### src/hdl/gb_bus_pkg.sv
`default_nettype none

package gb_bus_pkg;

	// ~~~~~~~~~~~~~~~~~~~~~~~~~~~~~~~~~~~~~~~~~~~~~~~~~~~~~~~~~~~~~~~~~~~~
	// widths and cpu memory map
	// ~~~~~~~~~~~~~~~~~~~~~~~~~~~~~~~~~~~~~~~~~~~~~~~~~~~~~~~~~~~~~~~~~~~~
	localparam int adr_w     = 16;
	localparam int data_w    = 8;
	localparam int ext_adr_w = 21;

	localparam logic [adr_w-1:0] vram_base   = 16'h8000;
	localparam logic [adr_w-1:0] cram_base   = 16'hA000;
	localparam logic [adr_w-1:0] wram_base   = 16'hC000;
	localparam logic [adr_w-1:0] echo_end    = 16'hFDFF;
	localparam logic [adr_w-1:0] oam_base    = 16'hFE00;
	localparam logic [adr_w-1:0] oam_end     = 16'hFE9F;
	localparam logic [adr_w-1:0] io_base     = 16'hFF00;
	localparam logic [adr_w-1:0] hram_base   = 16'hFF80;
	localparam logic [adr_w-1:0] dma_reg_adr = 16'hFF46;

	localparam int                oam_bytes = 160;
	localparam logic [data_w-1:0] open_bus  = 8'hFF;

	// on-chip ram sizes follow from the map.
	localparam int vram_depth = int'(cram_base - vram_base);
	localparam int oam_depth  = int'(io_base - oam_base);
	localparam int hram_depth = (1 << adr_w) - int'(hram_base);
	localparam int vram_aw    = $clog2(vram_depth);
	localparam int oam_aw     = $clog2(oam_depth);
	localparam int hram_aw    = $clog2(hram_depth);

	// cartridge banking.
	localparam int rom_bank_bits = 7;
	localparam int ram_bank_bits = 2;
	localparam int rom_bank_size = 16384;
	localparam int ram_bank_size = 8192;
	localparam int rom_ofs_w     = $clog2(rom_bank_size);
	localparam int ram_ofs_w     = $clog2(ram_bank_size);

	// ~~~~~~~~~~~~~~~~~~~~~~~~~~~~~~~~~~~~~~~~~~~~~~~~~~~~~~~~~~~~~~~~~~~~
	// bus types
	// ~~~~~~~~~~~~~~~~~~~~~~~~~~~~~~~~~~~~~~~~~~~~~~~~~~~~~~~~~~~~~~~~~~~~
	typedef struct packed {
		logic rom;
		logic vram;
		logic cram;
		logic wram;   // includes echo.
		logic oam;
		logic io_dma;
		logic hram;
	} region_t;

	typedef struct packed {
		logic [rom_bank_bits-1:0] bank;
		logic [rom_ofs_w-1:0]     ofs;
	} rom_view_t;

	typedef struct packed {
		logic [ext_adr_w-ram_bank_bits-ram_ofs_w-1:0] pad;
		logic [ram_bank_bits-1:0]                     bank;
		logic [ram_ofs_w-1:0]                         ofs;
	} ram_view_t;

	// same 21 address bits, seen as rom bank/offset or ram bank/offset.
	typedef union packed {
		rom_view_t rom;
		ram_view_t ram;
	} ext_adr_u;

	typedef struct packed {
		ext_adr_u          adr;
		logic [data_w-1:0] wdata;
		logic              rd;
		logic              wr;
		logic              cs_ram;
		logic              cs_cart;
		logic              cs_crom;
		logic              cs_cram;
	} ext_bus_t;

endpackage

`default_nettype wire

### src/hdl/cart_mapper.sv
`default_nettype none

module cart_mapper (
	input  wire                           gbclk,
	input  wire                           arst_n,
	input  wire                           emu_mbc,
	input  wire  [gb_bus_pkg::adr_w-1:0]  req_adr,
	input  wire                           req_rd,
	input  wire                           req_wr,
	input  wire  [gb_bus_pkg::data_w-1:0] req_wdata,
	input  wire gb_bus_pkg::region_t      req_region,
	output gb_bus_pkg::ext_bus_t          ext
);

	logic [gb_bus_pkg::rom_bank_bits-1:0] rom_bank;
	logic [gb_bus_pkg::ram_bank_bits-1:0] ram_bank;
	logic                                 ram_en;
	logic                                 req;
	logic                                 mbc_wr;

	assign req    = req_rd | req_wr;
	assign mbc_wr = emu_mbc & req_wr & req_region.rom;   // rom writes hit registers.

	// ~~~~~~~~~~~~~~~~~~~~~~~~~~~~~~~~~~~~~~~~~~~~~~~~~~~~~~~~~~~~~~~~~~~~
	// bank registers
	// ~~~~~~~~~~~~~~~~~~~~~~~~~~~~~~~~~~~~~~~~~~~~~~~~~~~~~~~~~~~~~~~~~~~~
	always_ff @(posedge gbclk or negedge arst_n) begin
		if (!arst_n) begin
			rom_bank <= gb_bus_pkg::rom_bank_bits'(1);
			ram_bank <= '0;
			ram_en   <= 1'b0;
		end else if (mbc_wr) begin
			case (req_adr[14:13])
				2'd0: ram_en <= (req_wdata[3:0] == 4'hA);
				2'd1: begin
					if (req_wdata[gb_bus_pkg::rom_bank_bits-1:0] == '0) begin
						rom_bank <= gb_bus_pkg::rom_bank_bits'(1);   // bank 0 not selectable.
					end else begin
						rom_bank <= req_wdata[gb_bus_pkg::rom_bank_bits-1:0];
					end
				end
				2'd2: ram_bank <= req_wdata[gb_bus_pkg::ram_bank_bits-1:0];
				default: ;
			endcase
		end
	end

	always_comb begin
		ext       = '0;
		ext.wdata = req_wdata;

		if (req_region.wram) begin
			// echo folds onto c000-dfff.
			ext.adr.rom.bank = gb_bus_pkg::rom_bank_bits'(req_adr[15:14]);
			ext.adr.rom.ofs  = {1'b0, req_adr[12:0]};
			ext.cs_ram       = req;
		end else if (req_region.rom | req_region.cram) begin
			ext.adr.rom.bank = gb_bus_pkg::rom_bank_bits'(req_adr[15:14]);
			ext.adr.rom.ofs  = req_adr[13:0];
			ext.cs_cart      = req;
			if (emu_mbc && req_region.rom) begin
				ext.adr.rom.bank = req_adr[14] ? rom_bank : '0;
				ext.cs_crom      = req;
			end else if (emu_mbc) begin
				ext.adr.ram.pad  = '0;
				ext.adr.ram.bank = ram_bank;
				ext.adr.ram.ofs  = req_adr[12:0];
				ext.cs_cram      = req & ram_en;
				ext.cs_cart      = req & ram_en;   // disabled ram is open bus.
			end
		end

		ext.rd = req_rd & (ext.cs_ram | ext.cs_cart);
		ext.wr = req_wr & (ext.cs_ram | ext.cs_cart) & ~mbc_wr;
	end

endmodule

`default_nettype wire

### config.mk
export PLATFORM = sky130hd
export DESIGN_NAME = cart_mapper
export DESIGN_NICKNAME = d
export VERILOG_FILES = /design/src/hdl/gb_bus_pkg.sv /design/src/hdl/cart_mapper.sv
export SDC_FILE = /design/constraint.sdc
export NUM_CORES = 1
export LEC_CHECK = 0
export ABC_AREA = 1
export BUFFER_PORTS_ARGS = -buffer_cell sky130_fd_sc_hd__buf_4
export CAP_MARGIN = 20
export CORE_AREA = 2 2 57 59
export DETAILED_ROUTE_END_ITERATION = 12
export DIE_AREA = 0 0 59 61
export GPL_TIMING_DRIVEN = 0
export PLACE_DENSITY = 0.68
export SYNTH_ARGS = -nofsm -noshare
export SYNTH_HDL_FRONTEND = slang
export SYNTH_SLANG_ARGS = --single-unit
### constraint.sdc
create_clock -name gbclk -period 1.2 [get_ports gbclk]
set_clock_uncertainty 0.2 [all_clocks]
set_input_delay 0.06 -clock gbclk [delete_from_list [all_inputs] [get_ports gbclk]]
set_output_delay 0.06 -clock gbclk [all_outputs]
set_load 0.005 [all_outputs]
==> results of run 1 <==
## sequential cells by signal, indices dropped and copies added, names as in the netlist
signal / flops
rom_bank: 7
ram_bank: 2
ram_en: 1
## metal layers
layer	vias to the layer above	part of all wire, %	track usage, %	wire (um)
met5	-	0	0	0
met4	0	1.8	6.818	45
met1	480	39	14.56	982
li1	603	-	-	-
met3	4	11	2.559	272
met2	54	48	26.19	1186
## worst max path at each step
stage / from / slack [ns] / endpoint
final: rom_bank[0] / -0.21 / ext[28]
after global routing: rom_bank[0] / -0.29 / ext[28]
after CTS: rom_bank[0] / -0.22 / ext[28]
after detailed placement: req_region[3] / -0.05 / ext[24]
after global placement: req_region[3] / -0.06 / ext[17]
after floorplan: rom_bank[0] / 0.21 / ext[28]
## synthesized netlist by cell type (all sizes together)
| cell | number | area [sq um] |
|---|---|---|
| dfrtp | 9 | 225.2 |
| a21oi | 2 | 10.01 |
| nor3 | 5 | 25.02 |
| o21ai | 5 | 25.02 |
| inv | 24 | 90.08 |
| dfstp | 1 | 26.28 |
| nor2 | 31 | 131.4 |
| nand2 | 51 | 196.4 |
| buf | 10 | 72.56 |
| nand3 | 5 | 25.02 |
| nand3b | 1 | 7.510 |
| nand4 | 2 | 12.51 |
## metrics by stage
| stage | hold WS (ns) | area (sq um) |
|---|---|---|
| 2_1_floorplan | -0.4356 | 847.1 |
| 3_3_place_gp | -0.3053 | 1369 |
| 3_5_place_dp | -0.3043 | 1369 |
| 4_1_cts | 0.001699 | 1540 |
| 5_1_grt | 0.02401 | 1587 |
| 6_report | 0.003221 | 1587 |
## worst max-delay path, cell delays in order, from the launching register on
cell and delay [ns]:
dfstp_2 0.54, nand3_2 0.07, nand2_1 0.07, nand2_1 0.05, nand2_2 0.08, buf_6 0.09
## power by group through the flow
| stage | logic (mW) | registers [mW] | clock network (mW) |
|---|---|---|---|
| final | 0.468 | 0.441 | 0.238 |
| after global placement | 0.390 | 0.446 | 0 |
| after detailed placement | 0.394 | 0.446 | 0 |
| after CTS | 0.451 | 0.438 | 0.248 |
| after global routing | 0.520 | 0.447 | 0.268 |
| after floorplan | 0.179 | 0.437 | 0 |
## placed cells by master, fill, tap and decap left out, types with 3 or more instances in the layout
cell	n
o21ai_0	4
clkbuf_4	3
dlygate4sd3_1	12
nor3_1	4
inv_1	22
buf_4	76
nand3_1	4
dfrtp_1	9
nand2_1	47
nor2_1	28
nand2_2	4
## kinds of logic (layout without fill, tap and decap cells)
kind of cell	Yosys count	after routing	synth area share, %
flip-flops	10	10	29.69
buffers and inverters	34	119	19.20
AND/OR/NAND/NOR	95	95	46.97
AO/OA/AOI/OAI	7	7	4.135
## area by class of cell
class,count,area (sq um)
Fill cell,337,1366
Timing Repair Buffer,81,646.9
Multi-Input combinational cell,102,457.9
Sequential cell,10,251.5
Inverter,24,90.09
Buffer,10,72.57
Tap cell,33,41.29
Clock buffer,4,26.28
## repair_timing
action                                  4_1_cts  5_1_grt
hold buffers                                 12        2
buffers inserted                              2        2
resized for setup                             3        8
hold endpoints to repair                     20        2
pin swaps                                     4        2
endpoints found under the setup margin       17       20
==> results.md, run 1 <==
* R2R depth at 3
* Initial antenna violation count at 0
* HP Start: req_wr
* Post-Route WL at around 2500 um
* Critical path type: reg2out
* Combinational cell fraction of total power at about two fifths
* Crit-path max FO at 2
* Net Switching at around 340 uW
* Seq pwr share at between 30% and 40%
* Worst endpoint required time at 0.94 ns
* Fin nets at around 270
* MaxCap Viol Count at 0
* Fmax at ~700 MHz
* Pin count of the biggest net entering global routing at 11
* Mapped Nets at around 180
* Area growth, synth to finish at 87.30%
* Clock transition at path regs at approximately 0.06 ns
* DRT Pass-1 Iters at 4
* Hold path depth at 5
* Synth cell types at 16
* Number of I/O port buffers at 64
* Via count at 1141
* Layout cells sized above 1 at between 40% and 50%
* Hold worst-path end: ram_bank[0]
* Final ANT Viol Nets at 0
* Maximum buffer depth of the clock tree at 2
* Crit path arrival time at 1.15 ns
* Gpl congestion at roughly 0.73
* Starting Density at between 20 and 30%
* Internal power at between 800 and 900 uW
* Die ar. at between 0.003 and 0.004 sq mm
* Static leakage power at 0.9220 nW
* Antenna diode count at 0
* Post-route DRC at 0
* Grt total ovfl at 0
* Synthesized area at roughly 850 sq um
* RSZ-0062 raised after global routing: true
* Rel. slew slack at between 60% and 70%
* TritonCTS Sinks at 10
* Iter 0 DRT Violations at 13
* Die Height at about 60 um
* Post-synthesis cell count at around 150
* Site Rows at 20
* Final setup TNS at -1.189 ns
* Placed Cells incl. Taps at between 200 and 250
* Status: finished, violations left
* Failing checks: negative setup slack
* Synth warnings at 0
* CP Launch Type: register
* Reg-to-Reg End: ram_en
* Htree depth at 1
* Post-layout util at 53.73%
* Inserted Clock Buffers at 3
* Vias per cell at around 4.3
* Final Hold Vio Count at 0
* Mean post-synth cell area at slightly below 6 sq um
* CTS tree: done
* Worst vdd ir at around 500 uV
* # IOs at between 70 and 80
* #FFs+latches synth at 10
* Max-slew violation count at 0
* Switching fraction of total power at 29.54%
* Aggregate global-route resource usage at around 14%
* Period utilization at 117.2%
* Core ar. at between 0.002 and 0.003 sq mm
* Critical path capture point type: output pin
* Final setup violation count at 17
* DIE WIDTH at 59 um
* Final WS setup at -0.2063 ns
* Post-synthesis sequential area ratio at slightly below 30%
* Total power at 1.147 mW
* Power Dens Cells at between 700 and 800 mW/mm^2
* Root Driver: clkbuf_4
* Worst min path class: in2reg
* Crit Reg-Reg Startpoint: ram_en
* Power share of the clock group at about a fifth
* R2r setup slk at around 0.23 ns
* WL/cell at 9.420 um
* DP HPWL at ~2000 um
* Slew @ Worst Pin at ~0.46 ns
* Final cell count without fillers at approximately 260
* Number of global-route vias before repair at 945
* Post-layout min period at between 1 and 1.5 ns
* First-pass GRT wire length at around 3800 um
* Post-Place Setup Slack at -0.04507 ns
* Clk Latency, worst-skew pair at ~0.26 ns
Note: power is estimated with default switching activity, not from simulation.
==> run 2, diff against run 1 <==
CORE_AREA = 2 2 51 53   (was 2 2 57 59)
DIE_AREA = 0 0 53 55   (was 0 0 59 61)
PLACE_DENSITY = 0.82   (was 0.68)
==> results.md, run 2 (synthesized netlist as in run 1, its figures left out) <==
* Site Rows at 18 (-10%)
* Buf/Inv on CP at 1 (unchanged)
* Fmax at 713.0 MHz (+0.27%)
* Placed Cells incl. Taps at 240 (-1.2%)
* Initial antenna violation count at 0 (unchanged)
* Static leakage power at 0.9013 nW (-2.2%)
* Number of global-route vias before repair at 953 (+0.85%)
* Failing checks: negative hold slack, negative setup slack
* Total power at 1.184 mW (+3.2%)
* Core ar. at 0.002365 sq mm (-20%)
* Post-layout min period at 1.403 ns (-0.003734 ns)
* Power Dens Cells at 764.3 mW/mm^2 (+5.7%)
* Reg with most FFs: rom_bank
* Hold worst-path end: rom_bank[0]
* R2R depth at 2 (-1)
* R2r setup slk at 0.26 ns (+0.03 ns)
* DRT Pass-1 Iters at 4 (unchanged)
* Clock transition at path regs at 0.06 ns (about the same)
* Rel. slew slack at 68.80% (-0.39 points)
* Status: finished, violations left
* Commonest non-fill, non-tap cell in the layout: buf_4
* Worst min path class: in2reg
* Worst hold margin at -0.006932 ns (-0.01015 ns)
* CP top delay family: flip-flops
* Die ar. at 0.002915 sq mm (-19%)
* Starting Density at 35.82% (+7.1 points)
* Pin count of the biggest net entering global routing at 11 (unchanged)
* Net Switching at 342.4 uW (+1.0%)
* WL/cell at 9.444 um (+0.25%)
* # IOs at 71 (unchanged)
* Clk Latency, worst-skew pair at 0.27 ns (about the same)
* RSZ-0062 raised after global routing: true
* Area after DPL at 0.001365 sq mm (-0.27%)
* Iter 0 DRT Violations at 16 (+3)
* TritonCTS Sinks at 10 (unchanged)
* Fillers at 245 (-27%)
* CTS tree: done
* CP Launch Type: register
* Period utilization at 116.9% (-0.31 points)
* First-pass GRT wire length at 3719 um (-2.9%)
* Hold path depth at 5 (unchanged)
* Fin nets at 264 (-1.5%)
* Final Hold Vio Count at 1 (+1)
* Crit Reg-Reg Startpoint: rom_bank[0]
* Number of I/O port buffers at 64 (unchanged)
* Final setup TNS at -1.441 ns (-0.2524 ns)
* Die Height at 55 um (-9.8%)
* Layout cells sized above 1 at 40.09% (-1.0 points)
* Maximum buffer depth of the clock tree at 2 (unchanged)
* Worst vdd ir at 668.7 uV (+34%)
* Most frequent cells in the layout: buf_4 (74), nand2_1 (48), nor2_1 (29)
* DP HPWL at 1882 um (-5.9%)
* Post-route DRC at 0 (unchanged)
* Final cell count without fillers at 257 (-2.7%)
* Power share of the clock group at 25.2% (+4.4 points)
* Max reg flops at 7 (unchanged)
* Gpl congestion at 0.7776 (+6.4%)
* Inserted Clock Buffers at 3 (unchanged)
* DIE WIDTH at 53 um (-10%)
* Final WS setup at -0.2026 ns (+0.003734 ns)
* Combinational cell fraction of total power at 37.2% (-3.6 points)
* Grt total ovfl at 0 (unchanged)
* Htree depth at 1 (unchanged)
* CP dominant cell by count: nand2_1
* CP Cell Sequence: nand3_2, nand2_1, nand2_1, nand2_1, buf_4
* Reg-to-Reg End: rom_bank[0]
* CP peak stage delay at 0.55 ns (about the same)
* Top Registers: rom_bank x7, ram_bank x2, ram_en x1
* Seq pwr share at 37.5% (-0.9 points)
* HP Start: req_adr[13]
* Final setup violation count at 17 (unchanged)
* Aggregate global-route resource usage at 17.05% (+3.2 points)
* Switching fraction of total power at 28.93% (-0.61 points)
* Max-slew violation count at 0 (unchanged)
* Internal power at 841.4 uW (+4.1%)
* Vias per cell at 4.545 (+5.2%)
* Slew @ Worst Pin at 0.4630 ns (+0.005848 ns)
* Area growth, synth to finish at 82.87%
* Multi-input gate area at 452.9 sq um (-1.1%)
* Final ANT Viol Nets at 0 (unchanged)
* Via count at 1168 (+2.4%)
* Crit path arrival time at 1.14 ns (about the same)
* Crit-path max FO at 2 (unchanged)
* Critical path capture point type: output pin
* Design area at 0.001549 sq mm (-2.4%)
* FF+latch area at 251.5 sq um (unchanged)
* Antenna diode count at 0 (unchanged)
* Critical path type: reg2out
* Critical-path top delay cell: dfstp_2
* Root Driver: clkbuf_4
* Post-Route WL at 2427 um (-2.4%)
* Worst endpoint required time at 0.94 ns (about the same)
* MaxCap Viol Count at 0 (unchanged)
[run 2: changes by cell type in the layout (fill, tap and decap cells not counted), sizes merged]
cell          previous run  this run
dlymetal6s4s             1         0
buf                     78        75
[run 2: cell type report]
class | instances | area share, %
flip-flops and latches | 10 | 16.24
clock buffers | 4 | 2.342
well taps | 30 | 2.423
plain buffers | 10 | 4.685
multi-input cells | 102 | 29.24
repair buffers | 77 | 39.26
inverters | 24 | 5.816
[run 2: worst max-delay path by stage]
stage,start,end,slack (ns),depth (start not counted)
floorplan,rom_bank[0],ext[28],0.21,4
global placement,req_region[3],ext[17],-0.06,5
detailed placement,req_region[3],ext[22],-0.07,5
CTS,rom_bank[0],ext[28],-0.22,5
global route,rom_bank[0],ext[28],-0.26,5
finish,rom_bank[0],ext[28],-0.20,5
[run 2: timing repair]
action,4_1_cts,5_1_grt
endpoints found under the hold margin,20,2
setup endpoints to repair,17,22
setup buffers,0,1
pin swaps,2,0
hold buffers,12,1
resized for setup,3,4
[run 2: power groups by stage]
| stage | Sequential (mW) | Combinational [mW] | Clock, mW |
|---|---|---|---|
| after floorplan | 0.437 | 0.179 | 0 |
| after global routing | 0.451 | 0.494 | 0.331 |
| after detailed placement | 0.447 | 0.394 | 0 |
| after CTS | 0.442 | 0.431 | 0.310 |
| final | 0.444 | 0.441 | 0.299 |
| after global placement | 0.443 | 0.389 | 0 |
[run 2: through the flow]
stage | worst slack, ns | util (%)
2_1_floorplan | 0.2137 | -
3_3_place_gp | -0.06426 | 57.72
3_5_place_dp | -0.06636 | 57.72
4_1_cts | -0.2170 | 64.76
5_1_grt | -0.2611 | 65.50
6_report | -0.2026 | 65.50
[run 2: worst reg2reg max path, cell delays in order, from the launching register on]
cell and delay (ns):
dfstp_2 0.55, nand2_1 0.05, nand2_1 0.08
[run 2: layer usage]
metal	up-vias	global-route usage, %	wire [um]
li1	596	-	-
met1	512	16.45	845
met2	58	35.21	1204
met3	2	3.495	359
met4	0	6.410	19
met5	-	0	0
==> run 3, diff against run 2 <==
CORE_AREA = 3 3 50 52   (was 2 2 51 53)
PLACE_DENSITY = 0.88   (was 0.82)
clock period = 1.75 ns   (was 1.2 ns; I/O delays follow)
==> results.md, run 3 (synthesized netlist as in run 1, its figures left out) <==
* Power share of the clock group at 26.1% (+0.9 points)
* Final WS setup at 0.2149 ns (+0.4175 ns)
* Fillers at 188 (-23%)
* MaxCap Viol Count at 0 (unchanged)
* CP dominant cell by count: dlygate4sd3_1
* Die ar. at 0.002915 sq mm (unchanged)
* Switching fraction of total power at 29.24% (+0.31 points)
* Static leakage power at 0.8886 nW (-1.4%)
* HP Start: req_adr[13]
* Buf/Inv on CP at 3 (+2)
* Worst endpoint required time at 1.72 ns (+0.78 ns)
* M3 GR Usage at 4.826% (+1.3 points)
* Post-route DRC at 0 (unchanged)
* Commonest non-fill, non-tap cell in the layout: buf_4
* Rel. slew slack at 71.55% (+2.7 points)
* Htree depth at 1 (unchanged)
* Fmax at about 650 MHz
* Root Driver: clkbuf_4
* Period utilization at 87.72%
* Antenna diode count at 0 (unchanged)
* Gpl congestion at 0.8390 (+7.9%)
* Number of global-route vias before repair at 1031 (+8.2%)
* Area growth, synth to finish at 79.32%
* Worst min path class: in2reg
* Final setup violation count at 0 (-17)
* Reg-to-Reg End: rom_bank[0]
* Final Hold Vio Count at 0 (-1)
* Max-slew violation count at 0 (unchanged)
* TritonCTS Sinks at 10 (unchanged)
* Slew @ Worst Pin at 0.4235 ns (-0.03952 ns)
* CP Depth at 5 (unchanged)
* Net Switching at 234.4 uW (-32%)
* Hold worst-path end: rom_bank[0]
* Met1 usage in global routing at 16.69% (+0.25 points)
* Pin count of the biggest net entering global routing at 11 (unchanged)
* Grt total ovfl at 0 (unchanged)
* Worst vdd ir at 425.1 uV (-36%)
* Die Height at 55 um (unchanged)
* Top Registers: rom_bank x7, ram_bank x2, ram_en x1
* Status: complete, no violations
* Most frequent cells in the layout: buf_4 (73), nand2_1 (49), nor2_1 (29)
* DRT Pass-1 Iters at 4 (unchanged)
* Fin nets at 263 (-0.38%)
* Starting Density at 39.43% (+3.6 points)
* WL/cell at 10.06 um (+6.5%)
* Critical path capture point type: register
* Power Dens Cells at 527.8 mW/mm^2 (-31%)
* Worst setup path start: req_adr[14]
* Number of I/O port buffers at 64 (unchanged)
* Crit-path max FO at 8 (+6)
* Site Rows at 17 (-1)
* Critical path type: in2reg
* Core ar. at 0.002148 sq mm (-9.2%)
* GR Util met2 at 37.81% (+2.6 points)
* R2r setup slk at 0.82 ns (+0.56 ns)
* Initial antenna violation count at 0 (unchanged)
* Area after DPL at 0.001363 sq mm (-0.18%)
* Post-Place Setup Slack at 0.4042 ns (+0.4706 ns)
* CTS tree: done
* Hold path depth at 5 (unchanged)
* CP peak stage delay at 0.56 ns (about the same)
* # IOs at 71 (unchanged)
* Internal power at 567.3 uW (-33%)
* Iter 0 DRT Violations at 23 (+7)
* Worst hold margin at 0.007525 ns (+0.01446 ns)
* Inserted Clock Buffers at 3 (unchanged)
* Design area at 0.001519 sq mm (-1.9%)
* GRT busiest layer: met2
* Vias per cell at 4.512 (-0.72%)
* Layout cells sized above 1 at 37.17% (-2.9 points)
* RSZ-0062 raised after global routing: false
* Clock transition at path regs at 0.07 ns (about the same)
* Final ANT Viol Nets at 0 (unchanged)
* Critical-path top delay cell: dlygate4sd3_1
* DIE WIDTH at 53 um (unchanged)
* DP HPWL at 2003 um (+6.4%)
* Final setup TNS at 0 ns (+1.441 ns)
* Max reg flops at 7 (unchanged)
* Post-layout min period at ~1.5 ns
* Postcts setup bufs at 0 (unchanged)
* CP Launch Type: input port
* CP top delay family: buffers and inverters
* Maximum buffer depth of the clock tree at 2 (unchanged)
* Crit path arrival time at 1.50 ns (+0.36 ns)
* Aggregate global-route resource usage at 18.34% (+1.3 points)
* Combinational cell fraction of total power at 36.2% (-1.0 points)
* Reg with most FFs: rom_bank
* CP Cell Sequence: dlygate4sd3_1, buf_2, nand4_1, dlygate4sd3_1, nand2_1
* Post-Route WL at 2554 um (+5.2%)
* Clk Latency, worst-skew pair at 0.27 ns (about the same)
* Seq pwr share at 37.7% (+0.2 points)
* Crit Reg-Reg Startpoint: rom_bank[0]
* Post-layout util at 70.70% (+5.2 points)
* First-pass GRT wire length at 4002 um (+7.6%)
* Via count at 1146 (-1.9%)
* R2R depth at 2 (unchanged)
[run 3: changes by cell type in the layout (fill, tap and decap cells not counted), sizes merged]
cell	delta
buf	-1
[run 3: layer usage]
layer	wire length [um]	part of all wire [%]	vias to the layer above
li1	-	-	589
met1	909	36	496
met2	1317	52	56
met3	291	11	5
met4	37	1.4	0
met5	0	0	-
[run 3: worst max-delay path by stage]
stage / end
floorplan: ext[28]
finish: ram_bank[1]
global route: ext[29]
global placement: ext[21]
CTS: ext[29]
detailed placement: ext[21]
[run 3: what timing repair did]
action | 4_1_cts | 5_1_grt
hold endpoints to repair | 20 | 0
hold buffers | 12 | 0
resized for setup | 0 | 0
[run 3: power groups by stage]
stage,Clock (mW),Combinational (mW),Sequential (mW)
after floorplan,0,0.123,0.300
after global placement,0,0.267,0.303
after detailed placement,0,0.272,0.307
after CTS,0.210,0.292,0.303
after global routing,0.223,0.325,0.307
final,0.210,0.290,0.302
[run 3: worst min-delay path: stages]
cell and delay [ns]:
buf_4 0.12, nand2_1 0.10, nor2_4 0.06, nand2_1 0.06
nand2_1 0.04
[run 3: area by class of cell]
type                       count  area (sq um)  area share [%]
timing repair buffer          76         600.6           39.54
multi-input combinational    102         432.9           28.50
sequential                    10         251.5           16.56
inverter                      24         90.09           5.931
buffer                        10         72.57           4.778
clock buffer                   4         36.28           2.389
tap                           28         35.03           2.306
[run 3: per-stage QoR]
stage                     cells  power (mW)
after floorplan             146      0.4226
after global placement      238      0.5691
after detailed placement    238      0.5790
after CTS                   254      0.8047
after global routing        254      0.8558
final                       254      0.8017
